$ cat config.mk
export PLATFORM = sky130hd
export DESIGN_NAME = pam_select
export DESIGN_NICKNAME = d
export VERILOG_FILES = /design/src/hw/pam_geom_pkg.sv /design/src/hw/pam_ctrl_pkg.sv /design/src/hw/pam_select.sv
export SDC_FILE = /design/constraint.sdc
export NUM_CORES = 1
export LEC_CHECK = 0
export ABC_AREA = 0
export ABC_CLOCK_PERIOD_IN_PS = 1600
export BUFFER_PORTS_ARGS = -buffer_cell sky130_fd_sc_hd__buf_2
export CAP_MARGIN = 20
export CORE_UTILIZATION = 30
export DETAILED_ROUTE_END_ITERATION = 12
export GPL_ROUTABILITY_DRIVEN = 0
export SYNTH_ARGS = -nofsm -noshare
export SYNTH_HDL_FRONTEND = slang
export SYNTH_SLANG_ARGS = --single-unit
$ cat constraint.sdc
create_clock -name clk -period 1.6 [get_ports clk]
set_input_delay 0.24 -clock clk [delete_from_list [all_inputs] [get_ports clk]]
set_output_delay 0.24 -clock clk [all_outputs]
set_load 0.05 [all_outputs]
$ cat src/hw/pam_geom_pkg.sv
// ==============================
// geometry of the page allocation map, one bit per page, set means in use
// the map is two equal banks of 64-bit words, low bank first
// widths below must stay consistent with each other by hand
// ==============================

package pam_geom_pkg;

	// width of a full page number across both banks
	localparam int PAGE_BITS = 14;

	// bits held in one map word
	localparam int WORD_BITS = 64;

	// width of the bit position inside one map word
	localparam int BIT_IDX_BITS = 6;

	// words per bank, a power of two so the word counter wraps at the end
	localparam int BANK_WORDS = 128;

	// width of the word index inside one bank
	localparam int WORD_IDX_BITS = 7;

	// pages per bank, sized to the page number so it adds without extension
	localparam logic [PAGE_BITS-1:0] BANK_PAGES = 14'd8192;

endpackage

$ cat src/hw/pam_ctrl_pkg.sv
// ==============================
// control types shared by the selector and the two banks
// encodings are fixed widths so they can be probed from outside
// ==============================

package pam_ctrl_pkg;

	// command latched by the selector while busy
	// OP_NONE means nothing is in flight
	typedef enum logic [1:0]
	{
		OP_NONE,
		OP_ALLOC,
		OP_FREE,
		OP_CLEAR
	} pam_op_e;

	// bank state machine
	// BS_HOLD keeps a search result until the selector commits or drops it
	// BS_FREE_RD is the read half of the free read-modify-write
	typedef enum logic [2:0]
	{
		BS_CLEAR,
		BS_IDLE,
		BS_SEARCH,
		BS_HOLD,
		BS_WRITE,
		BS_FREE_RD
	} bank_state_e;

endpackage

$ cat src/hw/pam_select.sv
// ==============================
// command front end, strobes arriving while busy_o is high are dropped
// priority is clear all, then free, then allocate
// a clear of both banks starts by itself right after reset
// ==============================

module pam_select
(
	input  logic clk,
	input  logic rst,
	input  logic alloc_i,
	input  logic free_i,
	input  logic clearall_i,
	input  logic [pam_geom_pkg::PAGE_BITS-1:0] page_i,
	output logic busy_o,
	output logic done_o,
	output logic fail_o,
	output logic [pam_geom_pkg::PAGE_BITS-1:0] page_o,
	output logic lo_clear_o,
	output logic lo_search_o,
	output logic lo_commit_o,
	output logic lo_hold_release_o,
	output logic lo_free_o,
	output logic [pam_geom_pkg::PAGE_BITS-2:0] lo_free_idx_o,
	input  logic lo_ready_i,
	input  logic lo_found_i,
	input  logic [pam_geom_pkg::PAGE_BITS-2:0] lo_idx_i,
	output logic hi_clear_o,
	output logic hi_search_o,
	output logic hi_commit_o,
	output logic hi_hold_release_o,
	output logic hi_free_o,
	output logic [pam_geom_pkg::PAGE_BITS-2:0] hi_free_idx_o,
	input  logic hi_ready_i,
	input  logic hi_found_i,
	input  logic [pam_geom_pkg::PAGE_BITS-2:0] hi_idx_i
);

	pam_ctrl_pkg::pam_op_e op;

	// set by reset so the first idle cycle starts the clear
	logic boot;
	// allocate has passed the search and waits for the write
	logic committing;
	// the high bank won the allocate
	logic win_hi;
	// ready already seen from each bank for the current order
	logic lo_rdy;
	logic hi_rdy;
	logic lo_found_q;
	logic hi_found_q;
	logic lo_seen;
	logic hi_seen;
	logic win_ready;
	logic page_hi;
	logic [pam_geom_pkg::PAGE_BITS-2:0] free_idx_q;

	// a ready in this cycle counts too, so free ends one cycle after the bank
	assign lo_seen = lo_rdy | lo_ready_i;
	assign hi_seen = hi_rdy | hi_ready_i;
	assign win_ready = win_hi ? hi_ready_i : lo_ready_i;
	assign page_hi = page_i[pam_geom_pkg::PAGE_BITS-1];

	// both banks see the same index, only one gets the free strobe
	assign lo_free_idx_o = free_idx_q;
	assign hi_free_idx_o = free_idx_q;

	always_ff @(posedge clk)
	begin
		if (free_i && !busy_o)
			free_idx_q <= page_i[pam_geom_pkg::PAGE_BITS-2:0];
	end

	// the bank index stays on idx while its write completes
	always_ff @(posedge clk)
	begin
		if (committing && win_ready)
			page_o <= win_hi ? pam_geom_pkg::BANK_PAGES + {1'b0, hi_idx_i} : {1'b0, lo_idx_i};
	end

	always_ff @(posedge clk)
	begin
		if (rst)
		begin
			op <= pam_ctrl_pkg::OP_NONE;
			boot <= 1'b1;
			busy_o <= 1'b0;
			done_o <= 1'b0;
			fail_o <= 1'b0;
			committing <= 1'b0;
			win_hi <= 1'b0;
			lo_rdy <= 1'b0;
			hi_rdy <= 1'b0;
			lo_found_q <= 1'b0;
			hi_found_q <= 1'b0;
			{lo_clear_o, lo_search_o, lo_commit_o, lo_hold_release_o, lo_free_o} <= '0;
			{hi_clear_o, hi_search_o, hi_commit_o, hi_hold_release_o, hi_free_o} <= '0;
		end
		else
		begin
			// orders and done are single-cycle pulses
			{lo_clear_o, lo_search_o, lo_commit_o, lo_hold_release_o, lo_free_o} <= '0;
			{hi_clear_o, hi_search_o, hi_commit_o, hi_hold_release_o, hi_free_o} <= '0;
			done_o <= 1'b0;
			fail_o <= 1'b0;

			// ==============================
			// command latch
			// ==============================
			if (!busy_o)
			begin
				lo_rdy <= 1'b0;
				hi_rdy <= 1'b0;
				committing <= 1'b0;
				if (boot || clearall_i)
				begin
					op <= pam_ctrl_pkg::OP_CLEAR;
					boot <= 1'b0;
					busy_o <= 1'b1;
					lo_clear_o <= 1'b1;
					hi_clear_o <= 1'b1;
				end
				else if (free_i)
				begin
					// the untouched bank counts as ready from the start
					op <= pam_ctrl_pkg::OP_FREE;
					busy_o <= 1'b1;
					lo_free_o <= !page_hi;
					hi_free_o <= page_hi;
					lo_rdy <= page_hi;
					hi_rdy <= !page_hi;
				end
				else if (alloc_i)
				begin
					op <= pam_ctrl_pkg::OP_ALLOC;
					busy_o <= 1'b1;
					lo_search_o <= 1'b1;
					hi_search_o <= 1'b1;
				end
			end
			else
			begin
				if (lo_ready_i)
				begin
					lo_rdy <= 1'b1;
					lo_found_q <= lo_found_i;
				end
				if (hi_ready_i)
				begin
					hi_rdy <= 1'b1;
					hi_found_q <= hi_found_i;
				end

				// ==============================
				// completion and bank choice
				// ==============================
				case (op)
					pam_ctrl_pkg::OP_ALLOC:
					begin
						if (committing)
						begin
							if (win_ready)
							begin
								done_o <= 1'b1;
								busy_o <= 1'b0;
								op <= pam_ctrl_pkg::OP_NONE;
							end
						end
						else if (lo_rdy && hi_rdy)
						begin
							// the low bank holds lower pages, so it wins whenever it has one
							lo_rdy <= 1'b0;
							hi_rdy <= 1'b0;
							if (lo_found_q)
							begin
								lo_commit_o <= 1'b1;
								hi_hold_release_o <= 1'b1;
								win_hi <= 1'b0;
								committing <= 1'b1;
							end
							else if (hi_found_q)
							begin
								hi_commit_o <= 1'b1;
								lo_hold_release_o <= 1'b1;
								win_hi <= 1'b1;
								committing <= 1'b1;
							end
							else
							begin
								// map is full, page_o keeps its old value
								lo_hold_release_o <= 1'b1;
								hi_hold_release_o <= 1'b1;
								done_o <= 1'b1;
								fail_o <= 1'b1;
								busy_o <= 1'b0;
								op <= pam_ctrl_pkg::OP_NONE;
							end
						end
					end
					pam_ctrl_pkg::OP_CLEAR, pam_ctrl_pkg::OP_FREE:
					begin
						if (lo_seen && hi_seen)
						begin
							done_o <= 1'b1;
							busy_o <= 1'b0;
							op <= pam_ctrl_pkg::OP_NONE;
						end
					end
					default:
						busy_o <= 1'b0;
				endcase
			end
		end
	end

endmodule

==> results of run 1 <==
-- placed cells by master, fill, tap and decap left out, drive strengths merged, types with 3 or more instances in the layout --
master / instances
nor2: 15
inv: 3
nand2b: 4
nand3: 3
buf: 105
a21oi: 4
nor3: 5
mux2: 13
edfxtp: 27
clkbuf: 5
nand2: 5
dfxtp: 20
-- final cells by class --
type,count,share of cell area
flip-flops and latches,47,0.495
repair buffers,105,0.219
multi-input cells,68,0.199
well taps,75,0.0384
clock buffers,5,0.0281
clock inverters,3,0.0159
inverters,3,0.00461
-- worst paths after layout --
| kind | from | end | cells past startpoint |
|---|---|---|---|
| min | page_i[10] | hi_free_idx_o[10] | 1 |
| max | busy_o | busy_o | 2 |
| min reg2reg | boot | boot | 1 |
| max reg2reg | busy_o | op[0] | 3 |
-- metrics by stage --
| step | power (W) | hold slack, ns | instances |
|---|---|---|---|
| global route | 0.00284 | 0.102 | 306 |
| detailed placement | 0.00192 | 0.418 | 298 |
| finish | 0.00272 | 0.120 | 306 |
| floorplan | 0.00181 | 0.312 | 138 |
| global placement | 0.00192 | 0.417 | 298 |
| CTS | 0.00275 | 0.110 | 306 |
-- cell families after synthesis --
group           Yosys count
compound gates           14
buf+inv                  23
flops                    47
mux                      15
simple gates             39
-- power by group --
group	switching [W]	internal [W]
logic	0.000351	0.000152
clock network	0.000369	0.000457
registers	0.0000457	0.00134
total	0.000766	0.00195
-- metal layers --
metal,track usage,up-vias,share of wire
li1,-,663,-
met1,0.123,621,0.39
met2,0.200,40,0.54
met3,0.0330,5,0.054
met4,0.0536,0,0.017
met5,0,-,0
==> flow_metrics.tcl, run 1 <==
set metrics [dict create \
    finClkSkew_ns 0.00295 \
    slew_headroom 0.805 \
    final_util 0.413 \
    rows 28 \
    slowest_stage "dfxtp_1" \
    seq_area_frac_synth 0.656 \
    tritoncts "yes" \
    drive_gt1_frac 0.563 \
    worst_setup_path_end_kind "output pin" \
    yosys.cell_count.top_type "edfxtp_1" \
    synthSimpleGateAreaFrac 0.116 \
    dieArea_um2 6470 \
    worstPathArrival_ns 1.24 \
    slew_violations 0 \
    grt_setup_unrepaired "no" \
    crit_family "flip-flops" \
    reg2reg_slack_ns 0.33 \
    peakVddDrop_mv 0.518 \
    die_w_um 80.5 \
    setup_tns_ns 0 \
    avgSynthCellArea_um2 13.4 \
    grt_start_max_net_pins 15 \
    diodes 0 \
    yosysTopAreaCellShare 0.439 \
    post-cts-setup-buffer-count 0 \
    ys_async_sr_fraction 0 \
    synth_compound_area_frac 0.0556 \
    multi_input_comb_area_um2 485 \
    synth_cell_types 32 \
    synth_flop_cell "edfxtp_1" \
    clkSlewWorstSetupHoldPaths_ns 0.08 \
    drc 0 \
    cp-start-kind "flop" \
    core_um2 5920 \
    antenna_found_initial 0 \
    drv_cap 0 \
    overflow 0 \
    clock_sinks 47 \
    drt-pass1-iter-count 4 \
    final.min_clock_period_ns 1.48 \
    largest_reg_flops 14 \
    synth_area_um2 1850 \
    yosys_warnings 0 \
    grtUsageTotal 0.113 \
    critPathKind "flop to output pin" \
    top_register "page_o" \
    crit_required_ns 1.36 \
    outcome "finished, final reports clean" \
    fillers 599 \
    ctsLongestPathBuffers 2 \
    worst-slew-pin-transition_ns 0.291 \
    muxShareOfSynthArea 0.0901 \
    grt_pass1_wl_um 5460 \
    period_share 0.924 \
    powerDensity_nw_per_um2 1110 \
    clk_latency_ns 0.29 \
    synthTopCellsByCount "edfxtp_1, dfxtp_1, buf_4, nor2_1, mux2_2" \
    crit_chain "buf_4 > buf_2" \
    drt_iter0_markers 28 \
    portBuffers 101 \
    ys_ff_latch 47 \
    detail_route.wl_per_cell_um 12.2 \
    dpl-instance-area_um2 2340 \
    hold_violations 0 \
    power_leakage_nw 1.07 \
    cpPeakStageDelay_ns 0.48 \
    crit_fanout 9 \
    setup_viol 0 \
    yosys.area.top_type "edfxtp_1" \
    netlist_instances 138 \
    regArea_um2 1210 \
    critPathBufInv 2 \
    synth_xor_area_frac 0 \
    min_path_type "primary input to flop" \
    ys_top_cells_by_area "edfxtp_1, dfxtp_1, mux2_2, buf_4, nor2_1" \
    fin_ws_ns 0.122 \
    cts_buffers 5 \
    die_h_um 80.5 \
    cts_resized 0 \
    pre_cts_ws_ns 0.359 \
    synth_fa_ha_area_frac 0 \
    synth_edf_count 27 \
    fin_area_um2 2440 \
    start_util 0.312 \
    ctsHtreeMaxLevel 2 \
    synth_nets 187 \
    dp_hpwl_um 2960 \
    root_buffer "clkbuf_8" \
    ant_nets 0 \
    area_growth_pct 32.4 \
    totalWireLength_um 3730 \
    nNetsFinal 279 \
    synth_top_family_by_area "simple AND/OR/NAND/NOR gates" \
    hold_buffers 0 \
    pin_count 102 \
    avgViaCountPerCell 4.34 \
    vias 1329 \
    max_freq_mhz 676 \
    grt_pass1_vias 1216 \
]
Power figures use the tool's default switching activity.
==> inputs of run 2 (changes only) <==
--- a/config.mk
+++ b/config.mk
@@ -5,13 +5,13 @@
 export SDC_FILE = /design/constraint.sdc
 export NUM_CORES = 1
 export LEC_CHECK = 0
-export ABC_AREA = 0
 export ABC_CLOCK_PERIOD_IN_PS = 1600
 export BUFFER_PORTS_ARGS = -buffer_cell sky130_fd_sc_hd__buf_2
 export CAP_MARGIN = 20
 export CORE_UTILIZATION = 30
 export DETAILED_ROUTE_END_ITERATION = 12
 export GPL_ROUTABILITY_DRIVEN = 0
+export MAX_ROUTING_LAYER = met4
 export SYNTH_ARGS = -nofsm -noshare
 export SYNTH_HDL_FRONTEND = slang
 export SYNTH_SLANG_ARGS = --single-unit
==> run 2 against run 1 <==
  * Cell area stayed put
  * Sequential share of layout area stayed put
  * Non-clock buffer count unchanged
  * Global-route usage is 0.31 points higher
  * Count of clock-buffer cells in the layout did not move
  * Routed wire length up 0.48%
  * First-iteration DRC count is 3.6% higher
  * Combinational power hardly changed
  * Sequential power barely moved
  * Register-to-register slack about the same
  * Critical path type unchanged
  * Utilization unchanged
==> flow_metrics.tcl, run 2 (synthesis gave the netlist of run 1 again) <==
set metrics [dict create \
    outcome "finished, final reports clean" \
    finClkSkew_ns 0.00237 \
    period_share 0.926 \
    core_um2 5920 \
    min_path_type "primary input to flop" \
    totalWireLength_um 3750 \
    pin_count 102 \
    ant_nets 0 \
    min-delay-start "page_i[10]" \
    startpoint "busy_o" \
    portBuffers 101 \
    fillers 599 \
    top_register "page_o" \
    setup_tns_ns 0 \
    antenna_found_initial 0 \
    worstPathArrival_ns 1.24 \
    grt_pass1_vias 1217 \
    total_power_w 0.00272 \
    diodes 0 \
    final_common_cell "buf_2" \
    hold_violations 0 \
    post-cts-setup-buffer-count 0 \
    final_cell_mix "buf_2, edfxtp_1, dfxtp_1" \
    worst_setup_path_end_kind "output pin" \
    ctsHtreeMaxLevel 2 \
    drt_iter0_markers 29 \
    hold_buffers 0 \
    setup_viol 0 \
    powerDensity_nw_per_um2 1110 \
    overflow 0 \
    whs_ns 0.120 \
    grt_setup_unrepaired "no" \
    cp-start-kind "flop" \
    grtUsageTotal 0.116 \
    clkSlewWorstSetupHoldPaths_ns 0.08 \
    final_util 0.413 \
    vias 1310 \
    power_leakage_nw 1.07 \
    cts_buffers 5 \
    worst-slew-pin-transition_ns 0.291 \
    dp_hpwl_um 2960 \
    start_util 0.312 \
    rows 28 \
    area_growth_pct 32.4 \
    largest_reg_flops 14 \
    reg2reg_slack_ns 0.33 \
    crit_required_ns 1.36 \
    final.min_clock_period_ns 1.48 \
    drive_gt1_frac 0.563 \
    ctsLongestPathBuffers 2 \
    avgViaCountPerCell 4.28 \
    slew_violations 0 \
    tritoncts "yes" \
    drc 0 \
    cp-endpoint "busy_o" \
    die_h_um 80.5 \
    max_freq_mhz 675 \
    die_w_um 80.5 \
    crit_fanout 9 \
    grt_start_max_net_pins 15 \
    cts_resized 0 \
    drt-pass1-iter-count 4 \
    peakVddDrop_mv 0.518 \
    critPathKind "flop to output pin" \
    dieArea_um2 6470 \
    clock_sinks 47 \
    ff2ff_path_depth 3 \
    nNetsFinal 279 \
    grt_pass1_wl_um 5460 \
    drv_cap 0 \
    clk_latency_ns 0.29 \
    slew_headroom 0.804 \
    root_buffer "clkbuf_8" \
    timing.rr.start "busy_o" \
    detail_route.wl_per_cell_um 12.2 \
    reg2reg_to "op[0]" \
]
==> run 2: cell counts in the layout (fill, tap and decap cells not counted) <==
No cell type changed its count.
==> run 2: report_power, final <==
| group | switching [W] | total [W] | internal, W | leakage (nW) |
|---|---|---|---|---|
| Combinational | 0.000351 | 0.000503 | 0.000152 | 0.604 |
| Clock | 0.000370 | 0.000828 | 0.000457 | 0.0556 |
| Sequential | 0.0000459 | 0.00139 | 0.00134 | 0.413 |
==> run 2: critical path, stage by stage (launching register included) <==
cell and delay (ns):
dfxtp_1 0.48, buf_4 0.20, buf_2 0.27
==> run 2: final cells by class <==
class                   instances  area [um^2]  area share
multi-input cells              68          485       0.199
clock buffers                   5         68.8      0.0281
inverters                       3         11.3     0.00461
well taps                      75         93.8      0.0384
clock inverters                 3         38.8      0.0159
repair buffers                105          536       0.219
flip-flops and latches         47         1210       0.495
==> run 2: worst min path at each step <==
stage                                    to  depth (start not counted)
after floorplan                   lo_free_o                          1
after global routing       hi_free_idx_o[3]                          1
final                     hi_free_idx_o[10]                          1
after global placement     hi_free_idx_o[6]                          1
after detailed placement  hi_free_idx_o[11]                          1
after CTS                 hi_free_idx_o[11]                          1
==> run 2: per-layer routing <==
metal	wire, um	up-vias	share of wire	global-route usage
met5	0	-	0	-
met4	63	0	0.017	0.0536
met3	163	5	0.044	0.0307
met2	2000	35	0.53	0.200
met1	1510	608	0.40	0.124
li1	-	662	-	-
==> run 2: through the flow <==
| step | std cells | cell area [um^2] | setup slack (ns) |
|---|---|---|---|
| CTS | 306 | 2440 | 0.108 |
| global route | 306 | 2440 | 0.0393 |
| global placement | 298 | 2340 | 0.368 |
| finish | 306 | 2440 | 0.119 |
| detailed placement | 298 | 2340 | 0.359 |
| floorplan | 138 | 1850 | 0.0418 |
